## src/rtl/lcd_ahb_pkg.sv

```systemverilog
// Shared types and constants for the LCD AHB-Lite slave.
// Offsets are 12-bit, relative to a 4 KiB-aligned block base.
// All accesses are 32-bit words; HSIZE and HBURST are not decoded.

package lcd_ahb_pkg;

   // ============================================================
   // bus types
   // ============================================================
   typedef logic [31:0] addr_t;
   typedef logic [31:0] data_t;
   typedef logic [1:0]  htrans_t;
   typedef logic [3:0]  reg_idx_t;
   typedef logic [6:0]  pal_idx_t;

   // transfer type codes
   localparam htrans_t HTRANS_IDLE   = 2'b00;
   localparam htrans_t HTRANS_BUSY   = 2'b01;
   localparam htrans_t HTRANS_NONSEQ = 2'b10;
   localparam htrans_t HTRANS_SEQ    = 2'b11;

   typedef enum logic [1:0] {
      REGION_NONE = 2'd0,
      REGION_REG  = 2'd1,
      REGION_PAL  = 2'd2
   } region_t;

   typedef enum logic [1:0] {
      ST_IDLE     = 2'd0,
      ST_WRITE    = 2'd1,
      ST_READ     = 2'd2,
      ST_PAL_WAIT = 2'd3
   } slave_state_t;

   localparam int NUM_REGS = 14;

   // ============================================================
   // register map, byte offsets from the block base
   // ============================================================
   localparam logic [11:0] OFS_TIMH      = 12'h000;
   localparam logic [11:0] OFS_TIMV      = 12'h004;
   localparam logic [11:0] OFS_POL       = 12'h008;
   localparam logic [11:0] OFS_LE        = 12'h00C;
   localparam logic [11:0] OFS_UPBASE    = 12'h010;
   localparam logic [11:0] OFS_LPBASE    = 12'h014;
   localparam logic [11:0] OFS_CTRL      = 12'h018;
   localparam logic [11:0] OFS_INTMSK    = 12'h01C;
   localparam logic [11:0] OFS_CRSR_CTRL = 12'hC00;
   localparam logic [11:0] OFS_CRSR_CFG  = 12'hC04;
   localparam logic [11:0] OFS_CRSR_PAL0 = 12'hC08;
   localparam logic [11:0] OFS_CRSR_PAL1 = 12'hC0C;
   localparam logic [11:0] OFS_CRSR_XY   = 12'hC10;
   localparam logic [11:0] OFS_CRSR_CLIP = 12'hC14;

   // palette window, one word per entry
   localparam logic [11:0] OFS_PAL_FIRST = 12'h200;
   localparam logic [11:0] OFS_PAL_LAST  = 12'h3FC;

endpackage

```

## src/rtl/lcd_addr_decode.sv

```systemverilog
// Combinational address decode for the LCD block.
// LCD_BASE must be 4 KiB aligned. Unaligned or unmapped
// addresses decode to REGION_NONE.
`timescale 1ns/1ps

module lcd_addr_decode import lcd_ahb_pkg::*; #(
   parameter addr_t LCD_BASE = 32'hFFE1_0000
) (
   input  addr_t    addr,
   output region_t  region,
   output reg_idx_t reg_idx,
   output pal_idx_t pal_idx
);

   // wraps for addresses below the base, so the upper bits catch those too
   addr_t ofs;

   assign ofs     = addr - LCD_BASE;
   assign pal_idx = ofs[8:2];

   always_comb begin
      region  = REGION_NONE;
      reg_idx = '0;
      if (ofs[31:12] == '0 && ofs[1:0] == 2'b00) begin
         if (ofs[11:0] >= OFS_PAL_FIRST && ofs[11:0] <= OFS_PAL_LAST) begin
            region = REGION_PAL;
         end else begin
            region = REGION_REG;
            case (ofs[11:0])
               OFS_TIMH:      reg_idx = 4'd0;
               OFS_TIMV:      reg_idx = 4'd1;
               OFS_POL:       reg_idx = 4'd2;
               OFS_LE:        reg_idx = 4'd3;
               OFS_UPBASE:    reg_idx = 4'd4;
               OFS_LPBASE:    reg_idx = 4'd5;
               OFS_CTRL:      reg_idx = 4'd6;
               OFS_INTMSK:    reg_idx = 4'd7;
               OFS_CRSR_CTRL: reg_idx = 4'd8;
               OFS_CRSR_CFG:  reg_idx = 4'd9;
               OFS_CRSR_PAL0: reg_idx = 4'd10;
               OFS_CRSR_PAL1: reg_idx = 4'd11;
               OFS_CRSR_XY:   reg_idx = 4'd12;
               OFS_CRSR_CLIP: reg_idx = 4'd13;
               default:       region  = REGION_NONE;
            endcase
         end
      end
   end

endmodule

```

## src/rtl/ahb_slave_ctrl.sv

```systemverilog
// AHB-Lite transfer control for the LCD slave.
// Register transfers and palette writes have zero wait states;
// a palette read inserts one wait state (HREADY low).
// HRESP is not provided, every transfer completes OKAY.
`timescale 1ns/1ps

module ahb_slave_ctrl import lcd_ahb_pkg::*; (
   input  logic     HCLK,
   input  logic     HRESET,
   input  logic     HSEL,
   input  logic     HWRITE,
   input  htrans_t  HTRANS,
   input  data_t    HWDATA,
   input  region_t  region,
   input  reg_idx_t reg_idx,
   input  pal_idx_t pal_idx,
   output logic     HREADY,
   output data_t    HRDATA,
   output logic     reg_wr,
   output reg_idx_t wr_reg_idx,
   output data_t    wdata,
   output logic     pal_wr,
   output logic     pal_rd,
   output pal_idx_t acc_pal_idx,
   input  data_t    reg_rdata,
   input  data_t    pal_rdata
);

   slave_state_t state;
   slave_state_t state_nxt;
   region_t      cap_region;
   logic         accept;

   // ============================================================
   // address phase
   // ============================================================
   assign HREADY = (state != ST_PAL_WAIT);
   assign accept = HSEL && HREADY &&
                   (HTRANS == HTRANS_NONSEQ || HTRANS == HTRANS_SEQ);

   always_comb begin
      state_nxt = ST_IDLE;
      if (state == ST_PAL_WAIT) begin
         // second cycle of the palette read, RAM output is ready then
         state_nxt = ST_READ;
      end else if (accept) begin
         if (HWRITE)
            state_nxt = ST_WRITE;
         else if (region == REGION_PAL)
            state_nxt = ST_PAL_WAIT;
         else
            state_nxt = ST_READ;
      end
   end

   always_ff @(posedge HCLK or posedge HRESET) begin
      if (HRESET) begin
         state       <= ST_IDLE;
         cap_region  <= REGION_NONE;
         wr_reg_idx  <= '0;
         acc_pal_idx <= '0;
      end else begin
         state <= state_nxt;
         if (accept) begin
            cap_region  <= region;
            wr_reg_idx  <= reg_idx;
            acc_pal_idx <= pal_idx;
         end
      end
   end

   // ============================================================
   // data phase
   // ============================================================
   assign wdata  = HWDATA;
   assign reg_wr = (state == ST_WRITE) && (cap_region == REGION_REG);
   assign pal_wr = (state == ST_WRITE) && (cap_region == REGION_PAL);
   assign pal_rd = (state == ST_PAL_WAIT);

   always_comb begin
      HRDATA = '0;
      if (state == ST_READ) begin
         case (cap_region)
            REGION_REG: HRDATA = reg_rdata;
            REGION_PAL: HRDATA = pal_rdata;
            default:    HRDATA = '0;
         endcase
      end
   end

   // wait state is exactly one cycle long
   a_pal_wait_single : assert property (@(posedge HCLK) disable iff (HRESET)
      !HREADY |=> HREADY);

   // only a palette read decoded in the previous address phase stalls the bus
   a_pal_wait_cause : assert property (@(posedge HCLK) disable iff (HRESET)
      !HREADY |-> $past(region) == REGION_PAL && !$past(HWRITE));

   // a write strobe goes to the one block decoded in its address phase
   a_wr_exclusive : assert property (@(posedge HCLK) disable iff (HRESET)
      (reg_wr || pal_wr) |-> reg_wr != pal_wr && $past(region) == cap_region);

endmodule

```

## src/rtl/lcd_reg_bank.sv

```systemverilog
// LCD timing and cursor configuration registers.
// Index order follows the register map in lcd_ahb_pkg.
// All registers reset to zero.
`timescale 1ns/1ps

module lcd_reg_bank import lcd_ahb_pkg::*; (
   input  logic     HCLK,
   input  logic     HRESET,
   input  logic     reg_wr,
   input  reg_idx_t wr_reg_idx,
   input  data_t    wdata,
   input  reg_idx_t rd_idx,
   output data_t    reg_rdata,
   output data_t    lcd_timh,
   output data_t    lcd_timv,
   output data_t    lcd_pol,
   output data_t    lcd_le,
   output data_t    lcd_upbase,
   output data_t    lcd_lpbase,
   output data_t    lcd_ctrl,
   output data_t    lcd_intmsk,
   output data_t    crsr_ctrl,
   output data_t    crsr_cfg,
   output data_t    crsr_pal0,
   output data_t    crsr_pal1,
   output data_t    crsr_xy,
   output data_t    crsr_clip
);

   data_t regs [NUM_REGS];

   always_ff @(posedge HCLK or posedge HRESET) begin
      if (HRESET) begin
         for (int i = 0; i < NUM_REGS; i++)
            regs[i] <= '0;
      end else if (reg_wr && wr_reg_idx < NUM_REGS) begin
         regs[wr_reg_idx] <= wdata;
      end
   end

   // indices 14 and 15 are never decoded, read as zero anyway
   assign reg_rdata = (rd_idx < NUM_REGS) ? regs[rd_idx] : '0;

   // ============================================================
   // panel timing outputs
   // ============================================================
   assign lcd_timh   = regs[0];
   assign lcd_timv   = regs[1];
   assign lcd_pol    = regs[2];
   assign lcd_le     = regs[3];
   assign lcd_upbase = regs[4];
   assign lcd_lpbase = regs[5];
   assign lcd_ctrl   = regs[6];
   assign lcd_intmsk = regs[7];

   // cursor
   assign crsr_ctrl  = regs[8];
   assign crsr_cfg   = regs[9];
   assign crsr_pal0  = regs[10];
   assign crsr_pal1  = regs[11];
   assign crsr_xy    = regs[12];
   assign crsr_clip  = regs[13];

   // decode never hands out an index past the last register
   a_wr_idx_range : assert property (@(posedge HCLK) disable iff (HRESET)
      reg_wr |-> wr_reg_idx < NUM_REGS);

endmodule

```

## src/rtl/lcd_pal_ram.sv

```systemverilog
// Colour palette RAM, 128 words, single port.
// Read data is registered, so it is valid one cycle after pal_rd.
// Contents are undefined until written.
`timescale 1ns/1ps

module lcd_pal_ram import lcd_ahb_pkg::*; (
   input  logic     HCLK,
   input  logic     pal_wr,
   input  logic     pal_rd,
   input  pal_idx_t idx,
   input  data_t    wdata,
   output data_t    pal_rdata
);

   localparam int DEPTH = 2 ** $bits(pal_idx_t);

   data_t mem [DEPTH];

   always_ff @(posedge HCLK) begin
      if (pal_wr)
         mem[idx] <= wdata;
      // hold last read word between reads
      if (pal_rd)
         pal_rdata <= mem[idx];
   end

endmodule

```

## src/rtl/lcd_ahb_top.sv

```systemverilog
// AHB-Lite slave front end of the LCD panel controller.
// LCD_BASE must be 4 KiB aligned; the block decodes 4 KiB above it.
// All register values are driven out for the panel timing logic.
`timescale 1ns/1ps

module lcd_ahb_top import lcd_ahb_pkg::*; #(
   parameter addr_t LCD_BASE = 32'hFFE1_0000
) (
   input  logic    HCLK,
   input  logic    HRESET,
   input  logic    HSEL,
   input  addr_t   HADDR,
   input  logic    HWRITE,
   input  htrans_t HTRANS,
   input  data_t   HWDATA,
   output data_t   HRDATA,
   output logic    HREADY,
   output data_t   lcd_timh,
   output data_t   lcd_timv,
   output data_t   lcd_pol,
   output data_t   lcd_le,
   output data_t   lcd_upbase,
   output data_t   lcd_lpbase,
   output data_t   lcd_ctrl,
   output data_t   lcd_intmsk,
   output data_t   crsr_ctrl,
   output data_t   crsr_cfg,
   output data_t   crsr_pal0,
   output data_t   crsr_pal1,
   output data_t   crsr_xy,
   output data_t   crsr_clip
);

   region_t  region;
   reg_idx_t reg_idx;
   pal_idx_t pal_idx;
   logic     reg_wr;
   reg_idx_t wr_reg_idx;
   data_t    wdata;
   logic     pal_wr;
   logic     pal_rd;
   pal_idx_t acc_pal_idx;
   data_t    reg_rdata;
   data_t    pal_rdata;

   lcd_addr_decode #(
      .LCD_BASE (LCD_BASE)
   ) u_decode (
      .addr    (HADDR),
      .region  (region),
      .reg_idx (reg_idx),
      .pal_idx (pal_idx)
   );

   ahb_slave_ctrl u_ctrl (
      .HCLK        (HCLK),
      .HRESET      (HRESET),
      .HSEL        (HSEL),
      .HWRITE      (HWRITE),
      .HTRANS      (HTRANS),
      .HWDATA      (HWDATA),
      .region      (region),
      .reg_idx     (reg_idx),
      .pal_idx     (pal_idx),
      .HREADY      (HREADY),
      .HRDATA      (HRDATA),
      .reg_wr      (reg_wr),
      .wr_reg_idx  (wr_reg_idx),
      .wdata       (wdata),
      .pal_wr      (pal_wr),
      .pal_rd      (pal_rd),
      .acc_pal_idx (acc_pal_idx),
      .reg_rdata   (reg_rdata),
      .pal_rdata   (pal_rdata)
   );

   // read and write share the captured index
   lcd_reg_bank u_regs (
      .HCLK       (HCLK),
      .HRESET     (HRESET),
      .reg_wr     (reg_wr),
      .wr_reg_idx (wr_reg_idx),
      .wdata      (wdata),
      .rd_idx     (wr_reg_idx),
      .reg_rdata  (reg_rdata),
      .lcd_timh   (lcd_timh),
      .lcd_timv   (lcd_timv),
      .lcd_pol    (lcd_pol),
      .lcd_le     (lcd_le),
      .lcd_upbase (lcd_upbase),
      .lcd_lpbase (lcd_lpbase),
      .lcd_ctrl   (lcd_ctrl),
      .lcd_intmsk (lcd_intmsk),
      .crsr_ctrl  (crsr_ctrl),
      .crsr_cfg   (crsr_cfg),
      .crsr_pal0  (crsr_pal0),
      .crsr_pal1  (crsr_pal1),
      .crsr_xy    (crsr_xy),
      .crsr_clip  (crsr_clip)
   );

   lcd_pal_ram u_pal (
      .HCLK      (HCLK),
      .pal_wr    (pal_wr),
      .pal_rd    (pal_rd),
      .idx       (acc_pal_idx),
      .wdata     (wdata),
      .pal_rdata (pal_rdata)
   );

endmodule

```

## config.mk

```make
export PLATFORM = sky130hd
export DESIGN_NAME = lcd_ahb_top
export DESIGN_NICKNAME = d
export VERILOG_FILES = /design/src/rtl/lcd_ahb_pkg.sv /design/src/rtl/lcd_addr_decode.sv /design/src/rtl/ahb_slave_ctrl.sv /design/src/rtl/lcd_reg_bank.sv /design/src/rtl/lcd_pal_ram.sv /design/src/rtl/lcd_ahb_top.sv
export SDC_FILE = /design/constraint.sdc
export NUM_CORES = 2
export LEC_CHECK = 0
export BUFFER_PORTS_ARGS = -buffer_cell sky130_fd_sc_hd__buf_4
export CAP_MARGIN = 40
export CORE_UTILIZATION = 25
export DETAILED_ROUTE_END_ITERATION = 6
export PLACE_DENSITY = 0.49
export REMOVE_ABC_BUFFERS = 1
export SLEW_MARGIN = 20
export SYNTH_ARGS = -nofsm -noshare
export SYNTH_HDL_FRONTEND = slang
export SYNTH_SLANG_ARGS = --single-unit
```

## constraint.sdc

```tcl
create_clock -name HCLK -period 22.3 [get_ports HCLK]
set_input_delay 1.115 -clock HCLK [delete_from_list [all_inputs] [get_ports HCLK]]
set_output_delay 1.115 -clock HCLK [all_outputs]
set_load 0.05 [all_outputs]
```

==> impl_summary.md <==
Status
The flow ran to the end, and the final reports show no timing, DRC or antenna violations.

Global route
The number of global-route vias before repair is 102k. The first-pass GRT wire length is roughly 970 mm. The initial antenna violation count was 74. The global route total overflow is 0. The global-route usage over all layers is about a fifth. Entering global routing, the biggest net connects approximately 120 pins.

STA
The worst setup slack after layout is roughly 14 ns. The clock period could shrink to around 8 ns. The period utilization is 35.8%. The final worst clock skew is around 0.12 ns.

The total negative setup slack is 0 ns. Timing would allow up to 125 MHz. Headroom to the max-slew limit came out at 18.3%. The max-slew violation count is 0. The total count of hold-check failures in the final report came to 0.

The pin slew with the least headroom to its limit is 1.22 ns. Setup repair after global routing left no endpoint under its margin. Setup violations remaining at the end of the flow were counted as 0.

Clock tree
Buffers inserted during clock tree synthesis total approximately 470. The tree is rooted in a sky130_fd_sc_hd__clkbuf_16. The buffer depth of the longest clock path is 4. TritonCTS built the clock tree. Clock tree synthesis found a total of 4591 sinks. The quantity of hold-fixing buffers added after cts is 0. At the later pin of the worst-skew pair, clock insertion delay measures 1.09 ns. The count of instances resized after the clock tree is built is 0. The maximum level of the CTS H-tree is 5. The number of setup buffers added after CTS is 0.

After clock tree synthesis, the clock-pin slew on the worst setup and hold paths is 0.06 ns.

Floorplan
The die height is 851 µm. The total die area is ~0.72 mm². In this run the core area contains just over 300 standard-cell rows.

After floorplanning, the core was sized to cover 0.718 mm². The initial cell density of the core is 25.1%. The floorplan die width is between 800 and 900 µm. The count of pins on the block boundary is 551.

Placement
In this run the cell area measured after placement is ~0.2 mm². The post-place setup slack is around 15 ns. Buffers placed on the I/O ports in this run total 549. The number of placed instances with taps included is ~20k. The HPWL after detailed placement is between 400 and 500 mm. The routability congestion estimate is approximately 0.86.

Route
Wires add up to about 730 mm. The total via count in the routed design is roughly 110k. In this run the remaining antenna-violating nets after routing total 0. In the routed layout, each cell is associated on average with a via count of between 5 and 6. After detailed routing, the average wire length per cell comes to 35.1 µm. The DRC violation count after routing is 0. The detailed router's first-iteration violation count is about 16k. The length of the first detailed-routing pass in iterations is 6.

Worst setup path
The slowest cell on the critical path is sky130_fd_sc_hd__dfrtp_4. The cell repeated most along the worst path is sky130_fd_sc_hd__buf_4. In this run the register-to-register setup slack is around 16 ns. The startpoint identified for the worst register-to-register timing path is u_ctrl.acc_pal_idx[2].

The worst register-to-register path ends at u_pal.pal_rdata[9]. The biggest cell delay along the critical path is slightly above 0.8 ns. Of all nets on the critical path, the largest fanout is 35. The worst setup path is captured at an output port. The class of the most critical setup path is reg2out. Walking the worst path, the cells encountered are buf_4 > buf_4 > buf_4 > buf_4 > mux4_2 > inv_1 > o22ai_1 > a21oi_1 > buf_4 > a2bb2oi_1 > nor2_1 > buf_4. Counting cells, the worst reg-to-reg path comes to 11. For the worst setup path, the data required time is approximately 21 ns.

STA classifies the critical path startpoint as a register. The signal arrival time at the worst endpoint is slightly below 7 ns.

Min path
The kind of path behind the tightest hold check is in2async.

Synthesis
After synthesis the netlist holds a flip-flop and latch count of around 4.6k. After synthesis, the share of flip-flops with an asynchronous set or reset is approximately 10%. Counting flops with a built-in enable in the synthesized netlist gives between 4k and 5k.

The sequential fraction of the synthesis area is 75.1%. The cell area after technology mapping is around 0.18 mm². For this run, the leading register cell type out of synthesis is sky130_fd_sc_hd__edfxtp_1.

The count of yosys warnings during synthesis is 0. Synthesis instantiated a little over 80 different standard cells from the library. In this run the mean area of a mapped cell was approximately 18 µm². Synthesis handed over a netlist of 9892 instances.

Finish
The share of the core filled with cells in the final layout is roughly 30%. The proportion of layout cells with a drive suffix above 1 is between 20% and 30%. The final design area excluding fillers is 0.215 mm². The register with the highest flop count is u_pal.mem. The area overhead of the layout relative to synthesis is 19.1%. The net count of the finished layout is between 10k and 15k. The count of non-filler cells in the finished layout is about 21k.

The register with the most flip-flops in the layout has about 4.1k of them. The layout has ~71k filler cells.

Pwr
The power density normalized to cell area is around 94 mW/mm². In this run the static leakage power is around 70 nW. The largest voltage drop on the vdd net is around 0.000075 V.

Run
Max-cap violations in this run came to 0.
-- report_power, final --
part | internal [mW] | switching, mW | leakage (nW)
sequential | 9.40 | 0.0460 | 43.2
combinational | 0.760 | 2.00 | 19.7
clock | 4.40 | 3.51 | 7.40
total | 14.6 | 5.56 | 70.2
-- cell families after synthesis --
family,after synthesis,synth area share (%)
and+or+nand+nor,908,2.19
DFF,4591,75.1
muxes,1641,12.2
AOI/OAI and AO/OA,1960,8.28
adders and majority gates,2,0.0139
buffers and inverters,790,2.19
-- stage by stage --
| stage | hold slack, ns | power [mW] |
|---|---|---|
| 5_1_grt | 0.0769 | 20.5 |
| 3_5_place_dp | 0.517 | 12.3 |
| 3_3_place_gp | 0.510 | 12.3 |
| 2_1_floorplan | 0.475 | 11.6 |
| 4_1_cts | 0.0124 | 20.1 |
| 6_report | 0.0523 | 20.1 |
-- how the worst max path moves through the flow --
stage	to	cells past startpoint	slack [ns]	from
final	HRDATA[1]	12	14.31	u_ctrl.wr_reg_idx[0]
after global routing	HRDATA[1]	12	14.06	u_ctrl.wr_reg_idx[0]
after CTS	HRDATA[1]	12	14.19	u_ctrl.wr_reg_idx[0]
after detailed placement	HRDATA[1]	12	15.36	u_ctrl.wr_reg_idx[0]
after global placement	HRDATA[1]	11	15.02	u_ctrl.wr_reg_idx[0]
after floorplan	u_pal.pal_rdata[22]	6	-33.51	u_ctrl.acc_pal_idx[2]
-- worst max-delay path, delay by kind of cell (launching register included) --
kind,cells,cell delay [ns]
AOI/OAI and AO/OA,3,1.25
buffers and inverters,7,2.99
DFF,1,0.81
muxes,1,0.35
and+or+nand+nor,1,0.24
-- synthesized netlist by cell type, types with 57 or more instances --
| cell | count | area, µm² |
|---|---|---|
| sky130_fd_sc_hd__mux4_2 | 361 | 8130 |
| sky130_fd_sc_hd__o22ai_1 | 147 | 920 |
| sky130_fd_sc_hd__buf_4 | 87 | 653 |
| sky130_fd_sc_hd__o221ai_1 | 68 | 596 |
| sky130_fd_sc_hd__dfrtp_1 | 463 | 11600 |
| sky130_fd_sc_hd__a22oi_1 | 266 | 2000 |
| sky130_fd_sc_hd__a22o_1 | 57 | 499 |
| sky130_fd_sc_hd__nor2_1 | 393 | 1480 |
| sky130_fd_sc_hd__a221oi_1 | 577 | 5050 |
| sky130_fd_sc_hd__buf_1 | 82 | 308 |
| sky130_fd_sc_hd__clkbuf_1 | 284 | 1070 |
| sky130_fd_sc_hd__mux2i_1 | 467 | 4670 |
| sky130_fd_sc_hd__buf_2 | 248 | 1240 |
| sky130_fd_sc_hd__mux2_2 | 811 | 9130 |
| sky130_fd_sc_hd__a21oi_1 | 209 | 1050 |
| sky130_fd_sc_hd__o21ai_0 | 203 | 1020 |
| sky130_fd_sc_hd__edfxtp_1 | 4128 | 124000 |
| sky130_fd_sc_hd__a221o_1 | 90 | 901 |
| sky130_fd_sc_hd__nand2_1 | 307 | 1150 |
-- cells in the final DEF (no fill, tap or decap), drive strengths merged, types with 68 or more instances in the layout --
| master | instances |
|---|---|
| a221o | 90 |
| mux4 | 363 |
| a21oi | 209 |
| edfxtp | 4128 |
| a22oi | 266 |
| clkinv | 232 |
| nor2 | 394 |
| dfrtp | 463 |
| mux2 | 811 |
| o221ai | 68 |
| a221oi | 580 |
| o22ai | 147 |
| o21ai | 203 |
| buf | 1143 |
| nand2 | 307 |
| clkbuf | 584 |
| mux2i | 467 |
-- area by class of cell --
type                       instances  area, µm²  area share, %
clock inverter                   300       2870           1.34
antenna                           37       92.6         0.0431
sequential                      4591     136000           63.1
clock buffer                     583      12300           5.73
multi-input combinational       4511      42200           19.6
tap                             9546      11900           5.56
timing repair buffer            1145       9620           4.48
inverter                          46        208         0.0967
-- metal layers --
| layer | GRT usage, % | share of wire [%] | routed length, µm | up-vias |
|---|---|---|---|---|
| li1 | - | - | - | 42600 |
| met4 | 7.06 | 4.2 | 31000 | 28 |
| met3 | 4.43 | 9.9 | 72000 | 1050 |
| met1 | 26.5 | 41 | 298000 | 59200 |
| met5 | 0 | 0.023 | 169 | - |
| met2 | 29.7 | 45 | 328000 | 6110 |
No activity file was read; power rests on OpenSTA's default activity.
